## src/include/mem_map_macros.svh

```systemverilog
`ifndef MEM_MAP_MACROS_SVH
`define MEM_MAP_MACROS_SVH

////////////////////////////////////////////////////////////////////////////
// Memory map
////////////////////////////////////////////////////////////////////////////

// RAM region base and the address bits ignored inside it
`define MEM_RAM_BASE 32'h4000_0000
`define MEM_RAM_MASK 32'h000f_ffff

// Cycle timer halves
`define MEM_TIMER_LO 32'h3000_0000
`define MEM_TIMER_HI 32'h3000_0004

////////////////////////////////////////////////////////////////////////////
// Sizes and timing
////////////////////////////////////////////////////////////////////////////

// RAM depth in 32-bit words
`define MEM_RAM_WORDS 256

// Cycles from first valid to ready for a RAM access
`define MEM_RAM_DELAY 16

// Clocks per bit on the program loader serial line
`define MEM_UART_BIT_CLKS 8

`endif

```

## src/source/bus_pkg.sv

```systemverilog
`include "mem_map_macros.svh"

package bus_pkg;

  typedef logic [31:0] bus_word_t;
  typedef logic [3:0]  bus_strb_t;

  // Word index into the RAM array
  typedef logic [$clog2(`MEM_RAM_WORDS)-1:0] ram_idx_t;

  // Split of the RAM view, region bits above the masked window
  localparam int unsigned RAM_OFF_W    = $clog2(`MEM_RAM_MASK + 1);
  localparam int unsigned RAM_REGION_W = 32 - RAM_OFF_W;
  localparam int unsigned RAM_WIDX_W   = RAM_OFF_W - 2;

  // Split of the IO view, four registers per block
  localparam int unsigned IO_SEL_W  = 2;
  localparam int unsigned IO_BASE_W = 32 - IO_SEL_W - 2;

  typedef struct packed {
    logic [RAM_REGION_W-1:0] region;
    logic [RAM_WIDX_W-1:0]   word_idx;
    logic [1:0]              byte_off;
  } ram_view_t;

  typedef struct packed {
    logic [IO_BASE_W-1:0] io_base;
    logic [IO_SEL_W-1:0]  reg_sel;
    logic [1:0]           byte_off;
  } io_view_t;

  // One bus address, read either as RAM or as IO register
  typedef union packed {
    ram_view_t ram;
    io_view_t  io;
  } bus_addr_u;

  typedef enum logic [1:0] {
    REGION_RAM,
    REGION_TIMER,
    REGION_NONE
  } mem_region_e;

endpackage

```

## src/source/loader_pkg.sv

```systemverilog
package loader_pkg;

  // Frame parser states
  typedef enum logic [1:0] {
    LD_IDLE,
    LD_CNT_LO,
    LD_CNT_HI,
    LD_DATA
  } loader_state_e;

  typedef logic [7:0] loader_byte_t;

  // First byte of every frame
  localparam loader_byte_t LOADER_MAGIC = 8'hA5;

  // Word count field, sent low byte first
  localparam int unsigned LOADER_COUNT_W = 16;
  typedef logic [LOADER_COUNT_W-1:0] loader_count_t;

  // Bytes per payload word, LSB first on the line
  localparam int unsigned LOADER_WORD_BYTES = 4;
  localparam int unsigned LOADER_SEL_W      = $clog2(LOADER_WORD_BYTES);

endpackage

```

## src/source/prog_loader.sv

```systemverilog
`timescale 1ns/1ps
`include "mem_map_macros.svh"

module prog_loader (
  input  logic                clk_i,
  input  logic                rst_n,
  input  logic                rx_i,
  output logic                prog_mode_o,
  output logic                core_rst_no,
  output logic                we_o,
  output bus_pkg::ram_idx_t   word_idx_o,
  output bus_pkg::bus_word_t  wdata_o
);

  import loader_pkg::*;

  localparam int unsigned CLK_W = $clog2(`MEM_UART_BIT_CLKS);
  localparam int unsigned HALF  = `MEM_UART_BIT_CLKS / 2;

  logic [1:0]              rx_sync_q;
  logic                    rx_s;
  logic                    rx_busy_q;
  logic [CLK_W-1:0]        clk_cnt_q;
  logic [3:0]              bit_idx_q;
  loader_byte_t            shift_q;
  logic                    byte_rdy_q;
  loader_state_e           state_q;
  loader_count_t           left_q;
  logic [LOADER_SEL_W-1:0] byte_sel_q;
  logic [23:0]             word_q;
  logic [$bits(word_idx_o)-1:0] idx_q;
  logic                    prog_q;

  ////////////////////////////////////////////////////////////////////////////
  // 8N1 receiver, sampled mid-bit
  ////////////////////////////////////////////////////////////////////////////

  always_ff @(posedge clk_i) begin
    if (!rst_n) begin
      rx_sync_q <= 2'b11;
    end else begin
      rx_sync_q <= {rx_sync_q[0], rx_i};
    end
  end

  assign rx_s = rx_sync_q[1];

  always_ff @(posedge clk_i) begin
    if (!rst_n) begin
      rx_busy_q  <= 1'b0;
      clk_cnt_q  <= '0;
      bit_idx_q  <= '0;
      byte_rdy_q <= 1'b0;
    end else begin
      byte_rdy_q <= 1'b0;
      if (!rx_busy_q) begin
        // Falling edge opens a start bit
        if (!rx_s) begin
          rx_busy_q <= 1'b1;
          clk_cnt_q <= CLK_W'(HALF - 1);
          bit_idx_q <= '0;
        end
      end else if (clk_cnt_q != '0) begin
        clk_cnt_q <= clk_cnt_q - CLK_W'(1);
      end else begin
        clk_cnt_q <= CLK_W'(`MEM_UART_BIT_CLKS - 1);
        bit_idx_q <= bit_idx_q + 4'd1;
        if (bit_idx_q == 4'd0 && rx_s) begin
          rx_busy_q <= 1'b0;  // glitch, not a start bit
        end else if (bit_idx_q == 4'd9) begin
          rx_busy_q  <= 1'b0;
          byte_rdy_q <= rx_s;
        end
      end
    end
  end

  // Data bits arrive LSB first
  always_ff @(posedge clk_i) begin
    if (rx_busy_q && clk_cnt_q == '0 && bit_idx_q != 4'd0 && bit_idx_q != 4'd9) begin
      shift_q <= {rx_s, shift_q[7:1]};
    end
  end

  ////////////////////////////////////////////////////////////////////////////
  // Frame parser
  ////////////////////////////////////////////////////////////////////////////

  always_ff @(posedge clk_i) begin
    if (!rst_n) begin
      state_q    <= LD_IDLE;
      prog_q     <= 1'b0;
      left_q     <= '0;
      byte_sel_q <= '0;
      idx_q      <= '0;
    end else if (byte_rdy_q) begin
      case (state_q)
        LD_IDLE: begin
          if (shift_q == LOADER_MAGIC) begin
            state_q <= LD_CNT_LO;
            prog_q  <= 1'b1;
          end
        end
        LD_CNT_LO: begin
          left_q[7:0] <= shift_q;
          state_q     <= LD_CNT_HI;
        end
        LD_CNT_HI: begin
          left_q[15:8] <= shift_q;
          byte_sel_q   <= '0;
          idx_q        <= '0;
          // Empty frame ends here
          if ({shift_q, left_q[7:0]} == '0) begin
            state_q <= LD_IDLE;
            prog_q  <= 1'b0;
          end else begin
            state_q <= LD_DATA;
          end
        end
        default: begin
          byte_sel_q <= byte_sel_q + 1'b1;
          if (byte_sel_q == LOADER_SEL_W'(LOADER_WORD_BYTES - 1)) begin
            left_q <= left_q - 1'b1;
            idx_q  <= idx_q + 1'b1;
            if (left_q == loader_count_t'(1)) begin
              state_q <= LD_IDLE;
              prog_q  <= 1'b0;
            end
          end
        end
      endcase
    end
  end

  // Lower three bytes of the word in flight
  always_ff @(posedge clk_i) begin
    if (byte_rdy_q && state_q == LD_DATA &&
        byte_sel_q != LOADER_SEL_W'(LOADER_WORD_BYTES - 1)) begin
      word_q[{byte_sel_q, 3'b000} +: 8] <= shift_q;
    end
  end

  assign we_o = byte_rdy_q & (state_q == LD_DATA) &
                (byte_sel_q == LOADER_SEL_W'(LOADER_WORD_BYTES - 1));
  assign wdata_o     = {shift_q, word_q};
  assign word_idx_o  = idx_q;
  assign prog_mode_o = prog_q;
  assign core_rst_no = ~prog_q;

endmodule
```

## config.mk

```make
export PLATFORM = sky130hd
export DESIGN_NAME = prog_loader
export DESIGN_NICKNAME = d
export VERILOG_FILES = /design/src/source/bus_pkg.sv /design/src/source/loader_pkg.sv /design/src/source/prog_loader.sv
export VERILOG_INCLUDE_DIRS = /design/src /design/src/include
export SDC_FILE = /design/constraint.sdc
export NUM_CORES = 1
export LEC_CHECK = 0
export BUFFER_PORTS_ARGS = -buffer_cell sky130_fd_sc_hd__buf_2
export CAP_MARGIN = 25
export CORE_AREA = 2 2 97 99
export CTS_CLUSTER_SIZE = 20
export DETAILED_ROUTE_END_ITERATION = 8
export DIE_AREA = 0 0 99 101
export GPL_TIMING_DRIVEN = 0
export SETUP_SLACK_MARGIN = 0.4
export SYNTH_ARGS = -nofsm -noshare
export SYNTH_HDL_FRONTEND = slang
export SYNTH_SLANG_ARGS = --single-unit
```

## constraint.sdc

```tcl
create_clock -name clk_i -period 3.8 [get_ports clk_i]
set_input_delay 0 -clock clk_i [delete_from_list [all_inputs] [get_ports clk_i]]
set_output_delay 0 -clock clk_i [all_outputs]
set_load 0.02 [all_outputs]
```

After elaboration in Yosys (flattened, before gate mapping)
Index checks and enable logic that the tools add are counted.
{"block": "op_classes", "addsub": 6, "eq_ne": 13, "shift": 2, "n_mux": 28, "bitwise": 9, "n_reduce_logical": 27}
{"operator": "8-bit case mux with 2 select lines", "n": 3}
{"operator": "24-bit bitwise mux", "n": 1}
{"operator": "8-bit by 7-bit variable shift with 24-bit output, first input constant", "n": 1}
{"operator": "8-bit by 7-bit variable part select with 24-bit output", "n": 1}
{"operator": "16-bit by 1-bit equality test with 1-bit output, second input constant", "n": 1}
{"operator": "16-bit logical NOT", "n": 1}
{"operator": "16-bit two-way mux", "n": 1}
{"operator": "16-bit by 1-bit subtractor with 16-bit output, second input constant", "n": 1}
{"operator": "4-bit two-way mux", "n": 3}
{"operator": "4-bit nonzero test", "n": 3}
{"operator": "1-bit two-way mux", "n": 9}
{"operator": "3-bit two-way mux", "n": 3}
{"operator": "3-bit nonzero test", "n": 3}
{"operator": "8-bit by 1-bit adder with 8-bit output, second input constant", "n": 1}
{"operator": "8-bit equality test, second input constant", "n": 1}
{"operator": "2-bit two-way mux", "n": 4}
{"operator": "8-bit two-way mux", "n": 1}
{"operator": "2-bit inequality test, second input constant", "n": 4}
{"operator": "5-bit negation with 7-bit output", "n": 1}
{"operator": "1-bit inverter", "n": 7}
{"operator": "2-bit equality test, second input constant", "n": 3}
{"operator": "1-bit logical AND", "n": 6}
{"operator": "2-bit case mux with 3 select lines", "n": 1}
{"operator": "3-bit AND reduction", "n": 2}
{"operator": "other kinds (19)", "n": 23}
{"block": "word_totals", "register_bits": 72, "input_bits": 3}

Longest topological paths before layout
{"block": "logic_depth", "depth_word": 5, "depth_mapped": 7, "ltp_nobuf": 7}

Worst setup path before layout
OpenSTA, ideal clock, no wires.
{"block": "synth_path", "path_kind": "register -> register", "start": "register shift_q[6]", "end": "register prog_q (netlist: prog_mode_o)", "setup_time_ns": 0.125, "arrival_time_ns": 1.681, "t_required_ns": 3.675, "setup_slack_ns": 1.994, "path_stages_with_launch": 6, "cell_sequence": "edfxtp_1 or4_4 o21ai_1 o211a_1 o211a_1 o31ai_1"}
{"block": "synth_between", "elab_chain_cells": 3}
{"element": "start, declared", "line": "prog_loader.sv:25", "text": "loader_byte_t shift_q;"}
{"element": "start signal, assigned", "line": "prog_loader.sv:81", "text": "shift_q <= {rx_s, shift_q[7:1]};"}
{"element": "16-bit logical NOT or 8-bit equality test (tied branches)", "line": "prog_loader.sv:113, prog_loader.sv:99"}
{"element": "2-bit inequality test (no source line)"}
{"element": "6-bit AND reduction (no source line) *"}
{"element": "end signal, assigned", "line": "prog_loader.sv:101", "text": "prog_q <= 1'b1;"}
{"element": "end signal, assigned", "line": "prog_loader.sv:115", "text": "prog_q <= 1'b0;"}
{"element": "end signal, assigned", "line": "prog_loader.sv:127", "text": "prog_q <= 1'b0;"}
{"element": "end, declared", "line": "prog_loader.sv:32", "text": "logic prog_q;"}
Mark *: on every way between the ends. The rest lies on a longest branch, timed or not.
A chain may end at the register's enable or synchronous reset.

Worst setup path in the final report
{"block": "layout_path", "start": "register left_q[0]", "end": "register left_q[12]"}
{"block": "layout_between", "elab_chain_cells": 3}
{"element": "start, declared", "line": "prog_loader.sv:28", "text": "loader_count_t left_q;"}
{"element": "start signal, assigned", "line": "prog_loader.sv:105", "text": "left_q[7:0] <= shift_q;"}
{"element": "start signal, assigned", "line": "prog_loader.sv:123", "text": "left_q <= left_q - 1'b1;"}
{"element": "16-bit by 1-bit subtractor with 16-bit output", "line": "prog_loader.sv:123"}
{"element": "16-bit two-way mux", "line": "prog_loader.sv:122", "text": "if (byte_sel_q == LOADER_SEL_W'(LOADER_WORD_BYTES - 1)) begin"}
{"element": "8-bit case mux with 2 select lines", "line": "prog_loader.sv:97", "text": "case (state_q)"}
Every way passes these cells. The select of a mux whose other input is x is not followed.

==> impl_metrics.env <==
export IMPL_grt_overflow=0
export IMPL_syn_to_final_growth_pct=17.1
export IMPL_ir_drop_uv=160
export IMPL_synth_ff_type="dfxtp_1"
export IMPL_cts_root_buf="clkbuf_8"
export IMPL_synth_edf_count=32
export IMPL_synth_fp_nets=366
export IMPL_final_nets=425
export IMPL_clkLatencyLatePin_ps=350
export IMPL_fin_skew_ps=10.6
export IMPL_yosysUniqueCellTypes=52
export IMPL_critPathMaxFanout=6
export IMPL_postCtsSetupBuffers=0
export IMPL_drc=0
export IMPL_antenna_found_initial=0
export IMPL_grt_pass1_vias=2563
export IMPL_grt_pass1_wl_um=12900
export IMPL_synth_mux_area_share_pct=2.76
export IMPL_crit_required_ps=4030
export IMPL_synth_cells=349
export IMPL_cts_hold_buf=3
export IMPL_syn_area_per_cell_um2=10.0
export IMPL_gr_usage_all_layers_pct=16.5
export IMPL_clk_pin_slew_ps=90
export IMPL_initial_core_util_pct=38.9
export IMPL_die_h_um=101
export IMPL_yosys_area_share_simple_pct=25.7
export IMPL_synth_xor_area_share_pct=1.76
export IMPL_setup_violations=0
export IMPL_grt_max_degree=15
export IMPL_synthAdderAreaFrac_pct=5.02
export IMPL_die_area_um2=10000
export IMPL_outcome="completed"
export IMPL_drt_total_wl_um=7980
export IMPL_period_share_pct=55.4
export IMPL_cts_buffers=9
export IMPL_n_antenna_cell=0
export IMPL_synth_top_family_by_area="simple AND/OR/NAND/NOR gates"
export IMPL_synth_warnings=0
export IMPL_place_area_um2=3850
export IMPL_die_x_um=99
export IMPL_min_period_ps=2110
export IMPL_rsz0062_at_grt="false"
export IMPL_cpLargestDelayFamily="simple AND/OR/NAND/NOR gates"
export IMPL_ant_nets=0
export IMPL_coreArea_um2=8980
export IMPL_timing_max_transition_violations_final=0
export IMPL_power_mw=1.47
export IMPL_regArea_um2=1760
export IMPL_final_common_cell="buf_2"
export IMPL_cp_end_kind="register"
export IMPL_slowest_stage="nor4b_2"
export IMPL_p_per_area_nw_per_um2=359
export IMPL_dp_hpwl_um=5450
export IMPL_drive_gt1_share_pct=19.9
export IMPL_cts_tree="yes"
export IMPL_start_kind="register"
export IMPL_post_drt_wl_per_cell_um=15.2
export IMPL_cts_repair_resized=0
export IMPL_cts_sinks=72
export IMPL_path_buf_inv=1
export IMPL_cts_htree_levels=3
export IMPL_slew_headroom_pct=50.5
export IMPL_fillCellCount=879
export IMPL_final_cell_mix="buf_2 (51), nor2_1 (42), dfxtp_1 (40)"
export IMPL_cp_arrival_ps=2330
export IMPL_gp_congestion=0.854
export IMPL_first_iter_violations=144
export IMPL_boundaryPins=46
export IMPL_p_leak_nw=1.63
export IMPL_hold_violations=0
export IMPL_worstMarginPinSlew_ps=740
export IMPL_dr_pass1_iters=4
export IMPL_hp_class="reg2reg"
export IMPL_setup_tns_final_ps=0
export IMPL_portBuffers=45
export IMPL_path_class="reg2reg"
export IMPL_clock_fmax_ghz=0.475
export IMPL_clk_path_buf_depth=2
export IMPL_synth_async_reset_ratio_pct=0
export IMPL_crit_chain="inv_1 > ha_1 > nor4b_2 > nand3_2 > nor3_2 > mux2i_1 > a21oi_1"
export IMPL_multiInputGateArea_um2=1620
export IMPL_core_rowCount=35
export IMPL_synth_area_um2=3490
export IMPL_maxCapViolCount=0
export IMPL_finish_instance_area_um2=4090
export IMPL_via_per_inst=5.26
export IMPL_ys_ff_latch=72
export IMPL_ys_seq_area_share_pct=50.5
export IMPL_synth_compound_area_share_pct=11.3
export IMPL_cpPeakStageDelay_ps=520
export IMPL_vias=2757
-- cells by family (layout without fill, tap and decap cells) --
| logic type | Yosys count | count (layout) |
|---|---|---|
| and+or+nand+nor | 155 | 155 |
| DFF | 72 | 72 |
| AOI/OAI and AO/OA | 66 | 66 |
| buffers and inverters | 26 | 90 |
| adders and majority gates | 14 | 14 |
| muxes | 9 | 9 |
| xor gates and xnor gates | 7 | 7 |
-- final timing paths --
| kind | endpoint | slack (ps) | cells past startpoint | startpoint |
|---|---|---|---|---|
| max reg2reg | left_q[12]$_SDFFE_PN0P_ | 1690 | 7 | left_q[0]$_SDFFE_PN0P_ |
| min | rx_sync_q[1]$_SDFF_PN1_ | 410 | 1 | rx_sync_q[0]$_SDFF_PN1_ |
| min reg2reg | rx_sync_q[1]$_SDFF_PN1_ | 410 | 1 | rx_sync_q[0]$_SDFF_PN1_ |
| max | left_q[12]$_SDFFE_PN0P_ | 1690 | 7 | left_q[0]$_SDFFE_PN0P_ |
-- through the flow --
step	std cells	hold slack, ps	utilization [%]	worst slack, ps
2_1_floorplan	349	73.0	-	1990
6_report	524	410	45.5	1690
3_3_place_gp	505	182	42.9	1780
3_5_place_dp	505	184	42.9	1730
4_1_cts	524	417	45.5	1670
5_1_grt	524	424	45.5	1560
-- area by class of cell --
type	instances	share of cell area, %
flip-flops and latches	72	43.1
multi-input cells	251	39.7
repair buffers	48	6.24
well taps	111	3.40
clock buffers	9	3.03
clock inverters	7	1.96
inverters	16	1.47
plain buffers	10	1.10
-- state kept, by name, indices dropped and copies added (netlist names) --
signal       cells
word_q          24
left_q          16
shift_q          8
word_idx_o       8
bit_idx_q        4
clk_cnt_q        3
byte_sel_q       2
rx_sync_q        2
state_q          2
byte_rdy_q       1
prog_mode_o      1
rx_busy_q        1
-- per-layer routing --
layer  GRT usage [%]  part of all wire, %
met3            2.91                  4.7
met5               0                    0
met2            27.7                   47
met1            21.6                   48
met4            5.37                 0.89
-- worst reg2reg max path, delay by kind of cell, from the launching register on --
family / cells / cell delay (ps)
simple gates: 3 / 940
flops: 1 / 380
fa+ha+maj: 1 / 220
mux: 1 / 220
buf+inv: 1 / 130
compound gates: 1 / 80
-- power breakdown --
part	switching, mW	internal, mW
clock	0.318	0.310
combinational	0.0205	0.0114
sequential	0.00420	0.805
-- Yosys cell counts, drive strengths merged, types with 5 or more instances --
library cell | instances | area share (%)
nand3 | 13 | 2.0
nand4 | 6 | 1.1
dfxtp | 40 | 23
nor3 | 13 | 2.3
edfxtp | 32 | 28
xor2 | 6 | 1.5
o21ai | 19 | 2.7
nand2 | 21 | 2.3
a21oi | 26 | 3.7
inv | 15 | 1.6
nor2 | 43 | 4.8
buf | 6 | 0.86
ha | 14 | 5.0
nand2b | 6 | 1.1
mux2 | 5 | 1.6
and2 | 27 | 4.8
Note: power is estimated with default switching activity, not from simulation.
