<file path="src/include/mem_map_macros.svh">
`ifndef MEM_MAP_MACROS_SVH
`define MEM_MAP_MACROS_SVH

////////////////////////////////////////////////////////////////////////////
// Memory map
////////////////////////////////////////////////////////////////////////////

// RAM region base and the address bits ignored inside it
`define MEM_RAM_BASE 32'h4000_0000
`define MEM_RAM_MASK 32'h000f_ffff

// Cycle timer halves
`define MEM_TIMER_LO 32'h3000_0000
`define MEM_TIMER_HI 32'h3000_0004

////////////////////////////////////////////////////////////////////////////
// Sizes and timing
////////////////////////////////////////////////////////////////////////////

// RAM depth in 32-bit words
`define MEM_RAM_WORDS 256

// Cycles from first valid to ready for a RAM access
`define MEM_RAM_DELAY 16

// Clocks per bit on the program loader serial line
`define MEM_UART_BIT_CLKS 8

`endif

</file>
<file path="src/source/bus_pkg.sv">
`include "mem_map_macros.svh"

package bus_pkg;

  typedef logic [31:0] bus_word_t;
  typedef logic [3:0]  bus_strb_t;

  // Word index into the RAM array
  typedef logic [$clog2(`MEM_RAM_WORDS)-1:0] ram_idx_t;

  // Split of the RAM view, region bits above the masked window
  localparam int unsigned RAM_OFF_W    = $clog2(`MEM_RAM_MASK + 1);
  localparam int unsigned RAM_REGION_W = 32 - RAM_OFF_W;
  localparam int unsigned RAM_WIDX_W   = RAM_OFF_W - 2;

  // Split of the IO view, four registers per block
  localparam int unsigned IO_SEL_W  = 2;
  localparam int unsigned IO_BASE_W = 32 - IO_SEL_W - 2;

  typedef struct packed {
    logic [RAM_REGION_W-1:0] region;
    logic [RAM_WIDX_W-1:0]   word_idx;
    logic [1:0]              byte_off;
  } ram_view_t;

  typedef struct packed {
    logic [IO_BASE_W-1:0] io_base;
    logic [IO_SEL_W-1:0]  reg_sel;
    logic [1:0]           byte_off;
  } io_view_t;

  // One bus address, read either as RAM or as IO register
  typedef union packed {
    ram_view_t ram;
    io_view_t  io;
  } bus_addr_u;

  typedef enum logic [1:0] {
    REGION_RAM,
    REGION_TIMER,
    REGION_NONE
  } mem_region_e;

endpackage

</file>
<file path="src/source/cycle_timer.sv">
`timescale 1ns/1ps

module cycle_timer (
  input  logic                clk_i,
  input  logic                rst_n,
  input  logic                rd_lo_i,
  input  logic                rd_hi_i,
  output bus_pkg::bus_word_t  lo_o,
  output bus_pkg::bus_word_t  hi_o
);

  logic [63:0] cnt_q;
  logic [31:0] hi_cap_q;
  logic        cap_valid_q;

  // Free running, cleared with the core
  always_ff @(posedge clk_i) begin
    if (!rst_n) begin
      cnt_q <= '0;
    end else begin
      cnt_q <= cnt_q + 64'd1;
    end
  end

  always_ff @(posedge clk_i) begin
    if (rd_lo_i) begin
      hi_cap_q <= cnt_q[63:32];
    end
  end

  // Capture stays in use until the high half is read
  always_ff @(posedge clk_i) begin
    if (!rst_n) begin
      cap_valid_q <= 1'b0;
    end else if (rd_lo_i) begin
      cap_valid_q <= 1'b1;
    end else if (rd_hi_i) begin
      cap_valid_q <= 1'b0;
    end
  end

  assign lo_o = cnt_q[31:0];
  assign hi_o = cap_valid_q ? hi_cap_q : cnt_q[63:32];

endmodule

</file>
<file path="config.mk">
export PLATFORM = sky130hd
export DESIGN_NAME = cycle_timer
export DESIGN_NICKNAME = d
export VERILOG_FILES = /design/src/source/bus_pkg.sv /design/src/source/cycle_timer.sv
export VERILOG_INCLUDE_DIRS = /design/src /design/src/include
export SDC_FILE = /design/constraint.sdc
export NUM_CORES = 1
export LEC_CHECK = 0
export ABC_AREA = 1
export BUFFER_PORTS_ARGS = -buffer_cell sky130_fd_sc_hd__buf_2
export CAP_MARGIN = 10
export CELL_PAD_IN_SITES_DETAIL_PLACEMENT = 0
export CELL_PAD_IN_SITES_GLOBAL_PLACEMENT = 1
export CORE_MARGIN = 2
export CORE_UTILIZATION = 38
export DETAILED_ROUTE_END_ITERATION = 6
export GPL_ROUTABILITY_DRIVEN = 0
export PLACE_DENSITY_LB_ADDON = 0.1
export SYNTH_ARGS = -nofsm -noshare
export SYNTH_HDL_FRONTEND = slang
export SYNTH_SLANG_ARGS = --single-unit
</file>
<file path="constraint.sdc">
create_clock -name clk_i -period 1.45 [get_ports clk_i]
set_input_delay 0.2175 -clock clk_i [delete_from_list [all_inputs] [get_ports clk_i]]
set_output_delay 0.2175 -clock clk_i [all_outputs]
set_load 0.02 [all_outputs]
</file>
# ---- Word level (Yosys, flattened, before mapping)
# Cells that the tools add are included.
dict set report totals {
  regBits 97
  in_bits 4
  out_inout_bits 64
  elab_cells 8
}
dict set report classes {
  addsub 1
  muxes 3
  reduce_logical 1
}
# operator count
set ops {}
lappend ops {{adder 64 x 1 -> 64 bit, second input constant} 1}
lappend ops {{two-way mux 32 bit} 1}
lappend ops {{two-way mux 1 bit} 2}
lappend ops {{nonzero test 2 bit} 1}

# ---- Logic depth before layout (Yosys ltp)
# Gate-level depths: netlist of the first run.
dict set report logic_depth {
  ltp_word 2
  depth_mapped 10
  ltp_nobuf 10
}

# ---- Worst setup path before layout of the first run
# No wires, ideal clock.
dict set report synth_timing {
  path_kind {flip-flop to flip-flop}
  startpoint {register cnt_q[0]}
  endpoint {register cnt_q[56]}
  setup_ns 0.113
  arrival_time_ns 1.371
  required_ns 1.337
  path_slack_ns -0.034
  stages_incl_launch_ff 11
  path_buffers 0
  synth_period_minus_slack_ns 1.484
  path_cell_list {dfxtp_1 -> ha_1 -> nand2_2 -> nor2_4 -> nand2_4 -> nor2_8 -> nand2_4 -> nor2_2 -> nand2_1 -> nand2_1 -> nor2_1}
}
dict set report synth_between {
  elab_chain_cells 1
}
# element line
set synth_lines {}
lappend synth_lines {{start, declared} cycle_timer.sv:12} ;# logic [63:0] cnt_q;
lappend synth_lines {{start signal, assigned} cycle_timer.sv:21} ;# cnt_q <= cnt_q + 64'd1;
lappend synth_lines {{adder 64 x 1 -> 64 bit} cycle_timer.sv:21}
# No other way between the ends.
# A chain may end at the register's enable or synchronous reset.

# ---- Final worst setup path of the first run
dict set report layout_timing {
  startpoint {register cap_valid_q}
  endpoint {output hi_o[23]}
}
dict set report layout_between {
  elab_chain_cells 1
}
# element line
set layout_lines {}
lappend layout_lines {{start, declared} cycle_timer.sv:14} ;# logic cap_valid_q;
lappend layout_lines {{start signal, assigned} cycle_timer.sv:34} ;# cap_valid_q <= 1'b0;
lappend layout_lines {{start signal, assigned} cycle_timer.sv:36} ;# cap_valid_q <= 1'b1;
lappend layout_lines {{start signal, assigned} cycle_timer.sv:38} ;# cap_valid_q <= 1'b0;
lappend layout_lines {{two-way mux 32 bit} cycle_timer.sv:43} ;# assign hi_o = cap_valid_q ? hi_cap_q : cnt_q[63:32];
lappend layout_lines {{end, declared} cycle_timer.sv:9} ;# output bus_pkg::bus_word_t hi_o
# No other way between the ends.

==> summary.md, run 1 <==
| Metric | Value |
|---|---|
| First-pass DRT Iterations | `5` |
| FF+latch area | `0.002406 mm^2` |
| Antenna violations before repair | `0` |
| Synth cell types | `32` |
| Post-route ant nets | `0` |
| Max-Cap Viols | `0` |
| Xor/xnor share of the synthesized area | `1.281%` |
| Mapped Nets | `768` |
| CTS Buf Count | `9` |
| Most common library cell in the layout ignoring fill and taps | `buf_4` |
| # rows | `43` |
| Die height | `124.0 um` |
| Switching Fraction | `23.80%` |
| Core Region | `0.01399 mm^2` |
| Max-slew violation count | `0` |
| Post-route setup slack | `-0.1325 ns` |
| Kind of end point of the critical path | `output port` |
| HPWL Detailed | `13.90 mm` |
| Cell area after synthesis | `0.005469 mm^2` |
| Setup violators final | `37` |
| WS Path Type | `flip-flop to output port` |
| TritonCTS clock tree | `built` |
| Buffers added on ports | `67` |
| Aggregate negative setup slack | `-2.936 ns` |
| Lkg Pwr | `3.995 nW` |
| CTS sink cnt | `97` |
| Ports | `68` |
| Post-DR vias/cell | `4.889` |
| Syn Area/Cell | `7.168 um^2` |
| Largest family of logic cells by synthesized area | `simple AND/OR/NAND/NOR gates` |
| Clk buf depth | `2` |
| Synth Area in Adders | `0.2288%` |
| Worst Hold Class | `input port to flip-flop` |
| CP max-delay cell | `dfxtp_4` |
| Initial Util | `39.10%` |
| Switch Pwr | `0.001291 W` |
| Synth warnings | `0` |
| Power per cell area | `620.4 mW/mm^2` |
| Required @ worst endpoint | `1.23 ns` |
| DRC Markers | `0` |
| Final period util | `109.1%` |
| Final wirelength | `18.98 mm` |
| Largest net degree at the start of global routing | `34` |
| Critical path buffers and inverters | `2` |
| Layout net count | `977` |
| Share of layout cells above drive strength 1 | `57.11%` |
| Cell-internal power | `0.004132 W` |
| Area occupied by multi-input gates | `0.003592 mm^2` |
| Power share of the clock group | `41.9%` |
| GRT overflow | `0` |
| Worst stage delay on the critical path | `0.38 ns` |
| Seq/Total Area, Yosys | `41.36%` |
| Comb pwr share | `6.4%` |
| Global-route wire length before repair | `27.66 mm` |
| Final Hold Fails | `0` |
| Via count | `5656` |
| FMAX | `631.9 MHz` |
| Placed Area | `0.006949 mm^2` |
| Detailed Route Iter0 Violations | `290` |
| Status | `finished with violations` |
| Clk_lat worst skew | `0.36 ns` |
| CTS Hold Buffers Added | `0` |
| Violated checks | `setup timing` |
| Routed len/inst | `16.41 um` |
| Worst clock skew | `0.01038 ns` |
| P&R area growth vs syn | `59.83%` |
| Seq pwr share | `51.6%` |
| Setup crit start kind | `flip-flop` |
| Fillers | `1295` |
| H-tree depth | `3` |
| ANT cells | `0` |
| Max transition margin | `77.01%` |
| Vias in the first global route | `5525` |
| Root Buffer | `clkbuf_16` |
| Final instance area | `0.008741 mm^2` |
| Crit Path Max Fanout | `11` |
| RSZ-0062 raised after global routing | `yes` |
| Largest delay share family, worst path | `flip-flops` |
| Die ar. | `0.01537 mm^2` |
| Slew of the pin with the lowest slew margin | `0.3449 ns` |
| Cell count after synthesis | `763` |
| Max IR drop VDD | `465.3 uV` |
| Post-synthesis simple-gate area fraction | `35.96%` |
| Final worst hold slack | `0.1525 ns` |
| WP data arrival | `1.36 ns` |
| Chip width | `124.0 um` |
| Clk slew on worst S/H paths | `0.06 ns` |
| Critical path cell sequence | `clkbuf_16 > mux2_2 > buf_2` |
| Gr usage total | `23.96%` |
| Most frequent cells in the layout | `152 x buf_4, 131 x nand2_1, 83 x nor2_1` |
| Min Tclk post-route | `1.582 ns` |
| Post-synthesis mux area share | `2.883%` |
| Compound-Gate Fraction of Synth Area | `7.458%` |
| FF+latch count, synth | `97` |
-- registers in the layout, indices dropped and copies added, names as in the netlist --
register / cells
cnt_q: 64
hi_cap_q: 32
cap_valid_q: 1
-- kinds of logic after synthesis --
group | Yosys count
buf+inv | 125
flops | 97
compound gates | 77
fa+ha+maj | 1
xor+xnor | 8
mux | 14
simple gates | 441
-- synthesized netlist by cell type, drive strengths merged --
library cell / count / area [um^2]
a21oi: 30 / 150.1
and2: 1 / 6.260
buf: 35 / 254.0
clkbuf: 10 / 37.54
dfxtp: 65 / 1301
edfxtp: 32 / 960.9
ha: 1 / 12.51
inv: 80 / 300.3
mux2: 14 / 157.7
nand2: 212 / 855.8
nand3: 27 / 145.1
nand3b: 3 / 35.03
nand4: 14 / 87.58
nor2: 177 / 800.8
nor3: 6 / 30.03
o21a: 6 / 45.04
o21ai: 41 / 212.7
or2: 1 / 6.260
xnor2: 1 / 8.760
xor2: 7 / 61.31
-- worst paths after layout --
kind | start | endpoint | slack (ns) | depth (start not counted)
worst min register to register | cnt_q[35] | hi_cap_q[3] | 0.48 | 0
worst max-delay path | cap_valid_q | hi_o[23] | -0.13 | 3
worst min-delay path | rst_n | cnt_q[0] | 0.15 | 3
worst max register to register | cnt_q[1] | cnt_q[38] | -0.04 | 10
-- metal layers --
metal / vias up / routed length, um / GRT usage (%)
li1: 2817 / - / -
met1: 2654 / 7880 / 29.17
met2: 151 / 9823 / 42.34
met3: 34 / 771 / 2.930
met4: 0 / 507 / 10.67
met5: - / 0 / 0
-- what timing repair did --
action	4_1_cts	5_1_grt
buffers inserted	8	12
endpoints found under the setup margin	81	83
cloned	0	3
gates resized for setup	169	275
pin swaps	37	72
-- final cells by class --
cell class                      count  area share (%)
Clock buffer                       11           2.777
Clock inverter                      5          0.3579
Inverter                           80           3.464
Multi-Input combinational cell    541           41.10
Sequential cell                    97           27.53
Tap cell                          180           2.577
Timing Repair Buffer              243           22.20
-- tightest hold or removal path, delay by kind of cell --
family                 cells  cell delay [ns]
buffers and inverters      2             0.16
and+or+nand+nor            1             0.08
-- power groups by stage --
| stage | logic [W] | clock network, W | registers [W] |
|---|---|---|---|
| 6_report | 0.000348 | 0.00227 | 0.00280 |
| 5_1_grt | 0.000375 | 0.00242 | 0.00280 |
| 4_1_cts | 0.000296 | 0.00231 | 0.00285 |
| 3_5_place_dp | 0.000266 | 0 | 0.00291 |
| 3_3_place_gp | 0.000262 | 0 | 0.00291 |
| 2_1_floorplan | 0.000157 | 0 | 0.00291 |
-- per-stage QoR --
step / worst slack, ns / util, % / total power [W] / instances
finish: -0.1325 / 62.49 / 0.005423 / 1157
global route: -0.1648 / 62.49 / 0.005600 / 1157
CTS: -0.1556 / 55.14 / 0.005454 / 1143
detailed placement: -0.2786 / 49.68 / 0.003175 / 1119
global placement: -0.2317 / 49.68 / 0.003168 / 1119
floorplan: 0.03437 / - / 0.003063 / 763
No activity file was read; power rests on OpenSTA's default activity.
==> run 2: changes to the inputs <==
Settings changed: ABC_AREA 1 to default, CORE_UTILIZATION 38 to 40, CTS_CLUSTER_SIZE from default to 25, SETUP_SLACK_MARGIN from default to 0.3.
==> run 2 against run 1 <==
The flow still finishes with violations (setup timing). Sequential power increased by 2%. Die area decreased by 19%. Cell count decreased by 29%. Largest cell class unchanged. Power increased by 9.1%. Sequential cell count unchanged. Register-to-register slack got worse by 0.33 ns. Highest routed layer unchanged. Sequential share of layout area increased by 1.9 points. Critical endpoint is now cnt_q[54]. Synthesized area decreased by 16%.
==> summary.md, run 2 <==
| Metric | Value |
|---|---|
| Cell area after synthesis | `0.004602 mm^2 (-16%)` |
| Global-route wire length before repair | `21.81 mm (-21%)` |
| WP data arrival | `2.09 ns (+0.73 ns)` |
| Post-route ant nets | `0 (unchanged)` |
| Synth cell types | `37 (+16%)` |
| Root Buffer | `clkbuf_16` |
| EDFF count, synth | `32 (unchanged)` |
| P&R area growth vs syn | `71.91%` |
| RSZ-0062 raised after global routing | `yes` |
| Buffers added on ports | `67 (unchanged)` |
| Critical path buffers and inverters | `1 (-1)` |
| DRC Markers | `0 (unchanged)` |
| Pre-CTS setup slack | `-0.4339 ns (-0.1552 ns)` |
| FMAX | `550.9 MHz (-13%)` |
| Largest delay share family, worst path | `simple AND/OR/NAND/NOR gates` |
| CP max-delay cell | `or4_1` |
| Comb pwr share | `8.4% (+2.0 points)` |
| Top-area cell type share of the netlist area | `28.28% (+4.5 points)` |
| Via count | `4246 (-25%)` |
| Seq pwr share | `48.2% (-3.4 points)` |
| Cell mode on critical path | `nand4_1` |
| Antenna violations before repair | `0 (unchanged)` |
| Ports | `68 (unchanged)` |
| WS Path Type | `flip-flop to flip-flop` |
| Critical path cell sequence | `nand4_1 > nor4_2 > buf_4 > nand4_1 > or4_1 > a21oi_2` |
| CTS sink cnt | `97 (unchanged)` |
| H-tree depth | `3 (unchanged)` |
| Final period util | `125.2% (+16 points)` |
| Most flops, register | `cnt_q` |
| CTS Buf Count | `9 (unchanged)` |
| Most numerous cell in the Yosys netlist | `dfxtp_1` |
| # rows | `39 (-9.3%)` |
| Max reg flops | `64 (unchanged)` |
| Reg-to-reg startpoint | `cnt_q[43]` |
| Crit Path Max Fanout | `2 (-9)` |
| Slew of the pin with the lowest slew margin | `0.3681 ns (+0.02323 ns)` |
| Largest net degree at the start of global routing | `37 (+8.8%)` |
| Final Hold Fails | `0 (unchanged)` |
| Synth warnings | `0 (unchanged)` |
| Power share of the clock group | `43.4% (+1.5 points)` |
| Area occupied by multi-input gates | `0.002545 mm^2 (-29%)` |
| TritonCTS clock tree | `built` |
| Switch Pwr | `0.001305 W (+1.1%)` |
| Hold wc startpoint | `rst_n` |
| Cells on worst reg2reg path | `6 (-4)` |
| Detailed Route Iter0 Violations | `98 (-66%)` |
| Share of layout cells above drive strength 1 | `59.77% (+2.7 points)` |
| Die ar. | `0.01238 mm^2 (-19%)` |
| Gr usage total | `21.81% (-2.1 points)` |
| Yosys top cell by area | `dfxtp_1` |
| GRT overflow | `0 (unchanged)` |
| Setup violators final | `89 (+140%)` |
| Max IR drop VDD | `503.5 uV (+8.2%)` |
| Worst clock skew | `0.006634 ns (-0.003747 ns)` |
| Cell-internal power | `0.004611 W (+12%)` |
| Chip width | `111.3 um (-10%)` |
| Min Tclk post-route | `1.815 ns (+0.2326 ns)` |
| Status | `finished with violations` |
| Final non-filler cell total | `824 (-29%)` |
| Hold Path Stages | `2 (-1)` |
| Synth top cells by count | `65 x dfxtp_1, 45 x nor2_1, 32 x buf_4, 32 x edfxtp_1, 29 x a21oi_1` |
| Ys flop type | `dfxtp_1` |
| Layout net count | `681 (-30%)` |
| Vias in the first global route | `4351 (-21%)` |
| Initial Util | `40.65% (+1.6 points)` |
| Cell count after synthesis | `463 (-39%)` |
| Clk_lat worst skew | `0.34 ns (-0.02 ns)` |
| Lkg Pwr | `3.245 nW (-19%)` |
| Max-slew violation count | `0 (unchanged)` |
| Post-DR vias/cell | `5.153 (+5.4%)` |
| Required @ worst endpoint | `1.73 ns (+0.50 ns)` |
| Mapped Nets | `468 (-39%)` |
| FF+latch area | `0.002327 mm^2 (-3.3%)` |
| Final wirelength | `13.33 mm (-30%)` |
| Switching Fraction | `22.05% (-1.7 points)` |
| Worst stage delay on the critical path | `0.44 ns (+0.06 ns)` |
| Setup crit start kind | `flip-flop` |
| Fillers | `861 (-34%)` |
| Die height | `111.3 um (-10%)` |
| First-pass DRT Iterations | `4 (-1)` |
| Worst Hold Class | `input port to flip-flop` |
| Post-route setup slack | `-0.3651 ns (-0.2326 ns)` |
| Clk slew on worst S/H paths | `0.07 ns (about the same)` |
| Kind of end point of the critical path | `flip-flop` |
| Post-Place Cells | `751 (-33%)` |
| Number of cells on the critical path | `6 (+3)` |
| HPWL Detailed | `8.381 mm (-40%)` |
| Seq/Total Area, Yosys | `49.16% (+7.8 points)` |
| Most common library cell in the layout ignoring fill and taps | `buf_6` |
| FF+latch count, synth | `97 (unchanged)` |
| Regs by FF count | `cnt_q x64, hi_cap_q x32, cap_valid_q x1` |
| Final worst hold slack | `0.1728 ns (+0.02031 ns)` |
| Violated checks | `setup timing` |
| Synth async-reset ratio | `0% (unchanged)` |
| Max-Cap Viols | `0 (unchanged)` |
| Syn Area/Cell | `9.939 um^2 (+39%)` |
| Routed len/inst | `16.18 um (-1.4%)` |
| Clk buf depth | `2 (unchanged)` |
| Top post-synthesis cells by area | `dfxtp_1 28%, edfxtp_1 21%, mux2_2 6.4%` |
| Aggregate negative setup slack | `-17.53 ns (-14.60 ns)` |
| Core Region | `0.01132 mm^2 (-19%)` |
| CTS Hold Buffers Added | `0 (unchanged)` |
| Power per cell area | `747.7 mW/mm^2 (+21%)` |
| Most frequent cells in the layout | `134 x buf_6, 98 x buf_4, 39 x nor2_1` |
| ANT cells | `0 (unchanged)` |
| Critical Path Source | `cnt_q[43]` |
| Max transition margin | `75.23% (-1.8 points)` |
[run 2: worst paths after layout]
check / endpoint / slack [ns]
worst min-delay path: cnt_q[50] / 0.17
worst min register to register: hi_cap_q[30] / 0.44
worst max-delay path: cnt_q[54] / -0.37
worst max register to register: cnt_q[54] / -0.37
[run 2: final cells by class]
type	instances	share of cell area, %
Clock inverter	7	1.186
Sequential cell	97	29.42
Timing Repair Buffer	247	31.69
Clock buffer	9	2.847
Multi-Input combinational cell	312	32.17
Tap cell	143	2.262
Inverter	9	0.4270
[run 2: stage by stage]
step                util, %  total power (W)  area (um^2)
floorplan                 -         0.003074         4766
detailed placement    52.32         0.003181         5923
CTS                   66.68         0.005925         7548
global route          69.88         0.006114         7911
finish                69.88         0.005915         7911
global placement      52.32         0.003175         5923
[run 2: power groups by stage]
stage / Sequential [W] / Combinational [W] / Clock, W
floorplan: 0.00291 / 0.000160 / 0
global placement: 0.00291 / 0.000262 / 0
detailed placement: 0.00292 / 0.000264 / 0
CTS: 0.00285 / 0.000441 / 0.00263
global route: 0.00285 / 0.000521 / 0.00274
finish: 0.00285 / 0.000496 / 0.00257
[run 2: layer usage]
metal  up-vias  GRT usage [%]  wire (um)  share of wire, %
met5         -              0          0                 0
met4         0          7.819        192               1.4
met3        13          2.734        441               3.3
met2        76          38.66       7029                53
met1      2076          27.25       5668                43
li1       2081              -          -                 -
[run 2: kinds of logic (layout without fill, tap and decap cells)]
group,count (synthesis),count (layout),synth area share (%)
and+or+nand+nor,187,187,23.30
adders and majority gates,1,1,0.2718
buffers and inverters,54,272,7.042
DFF,97,97,49.16
AOI/OAI and AO/OA,65,65,7.586
muxes,26,26,6.362
xor gates and xnor gates,33,33,6.280
[run 2: repair_timing]
action,CTS,global route
cloned,4,0
setup buffers,40,13
resized for setup,265,74
hold endpoints to repair,0,0
endpoints found under the setup margin,122,122
pin swaps,75,47
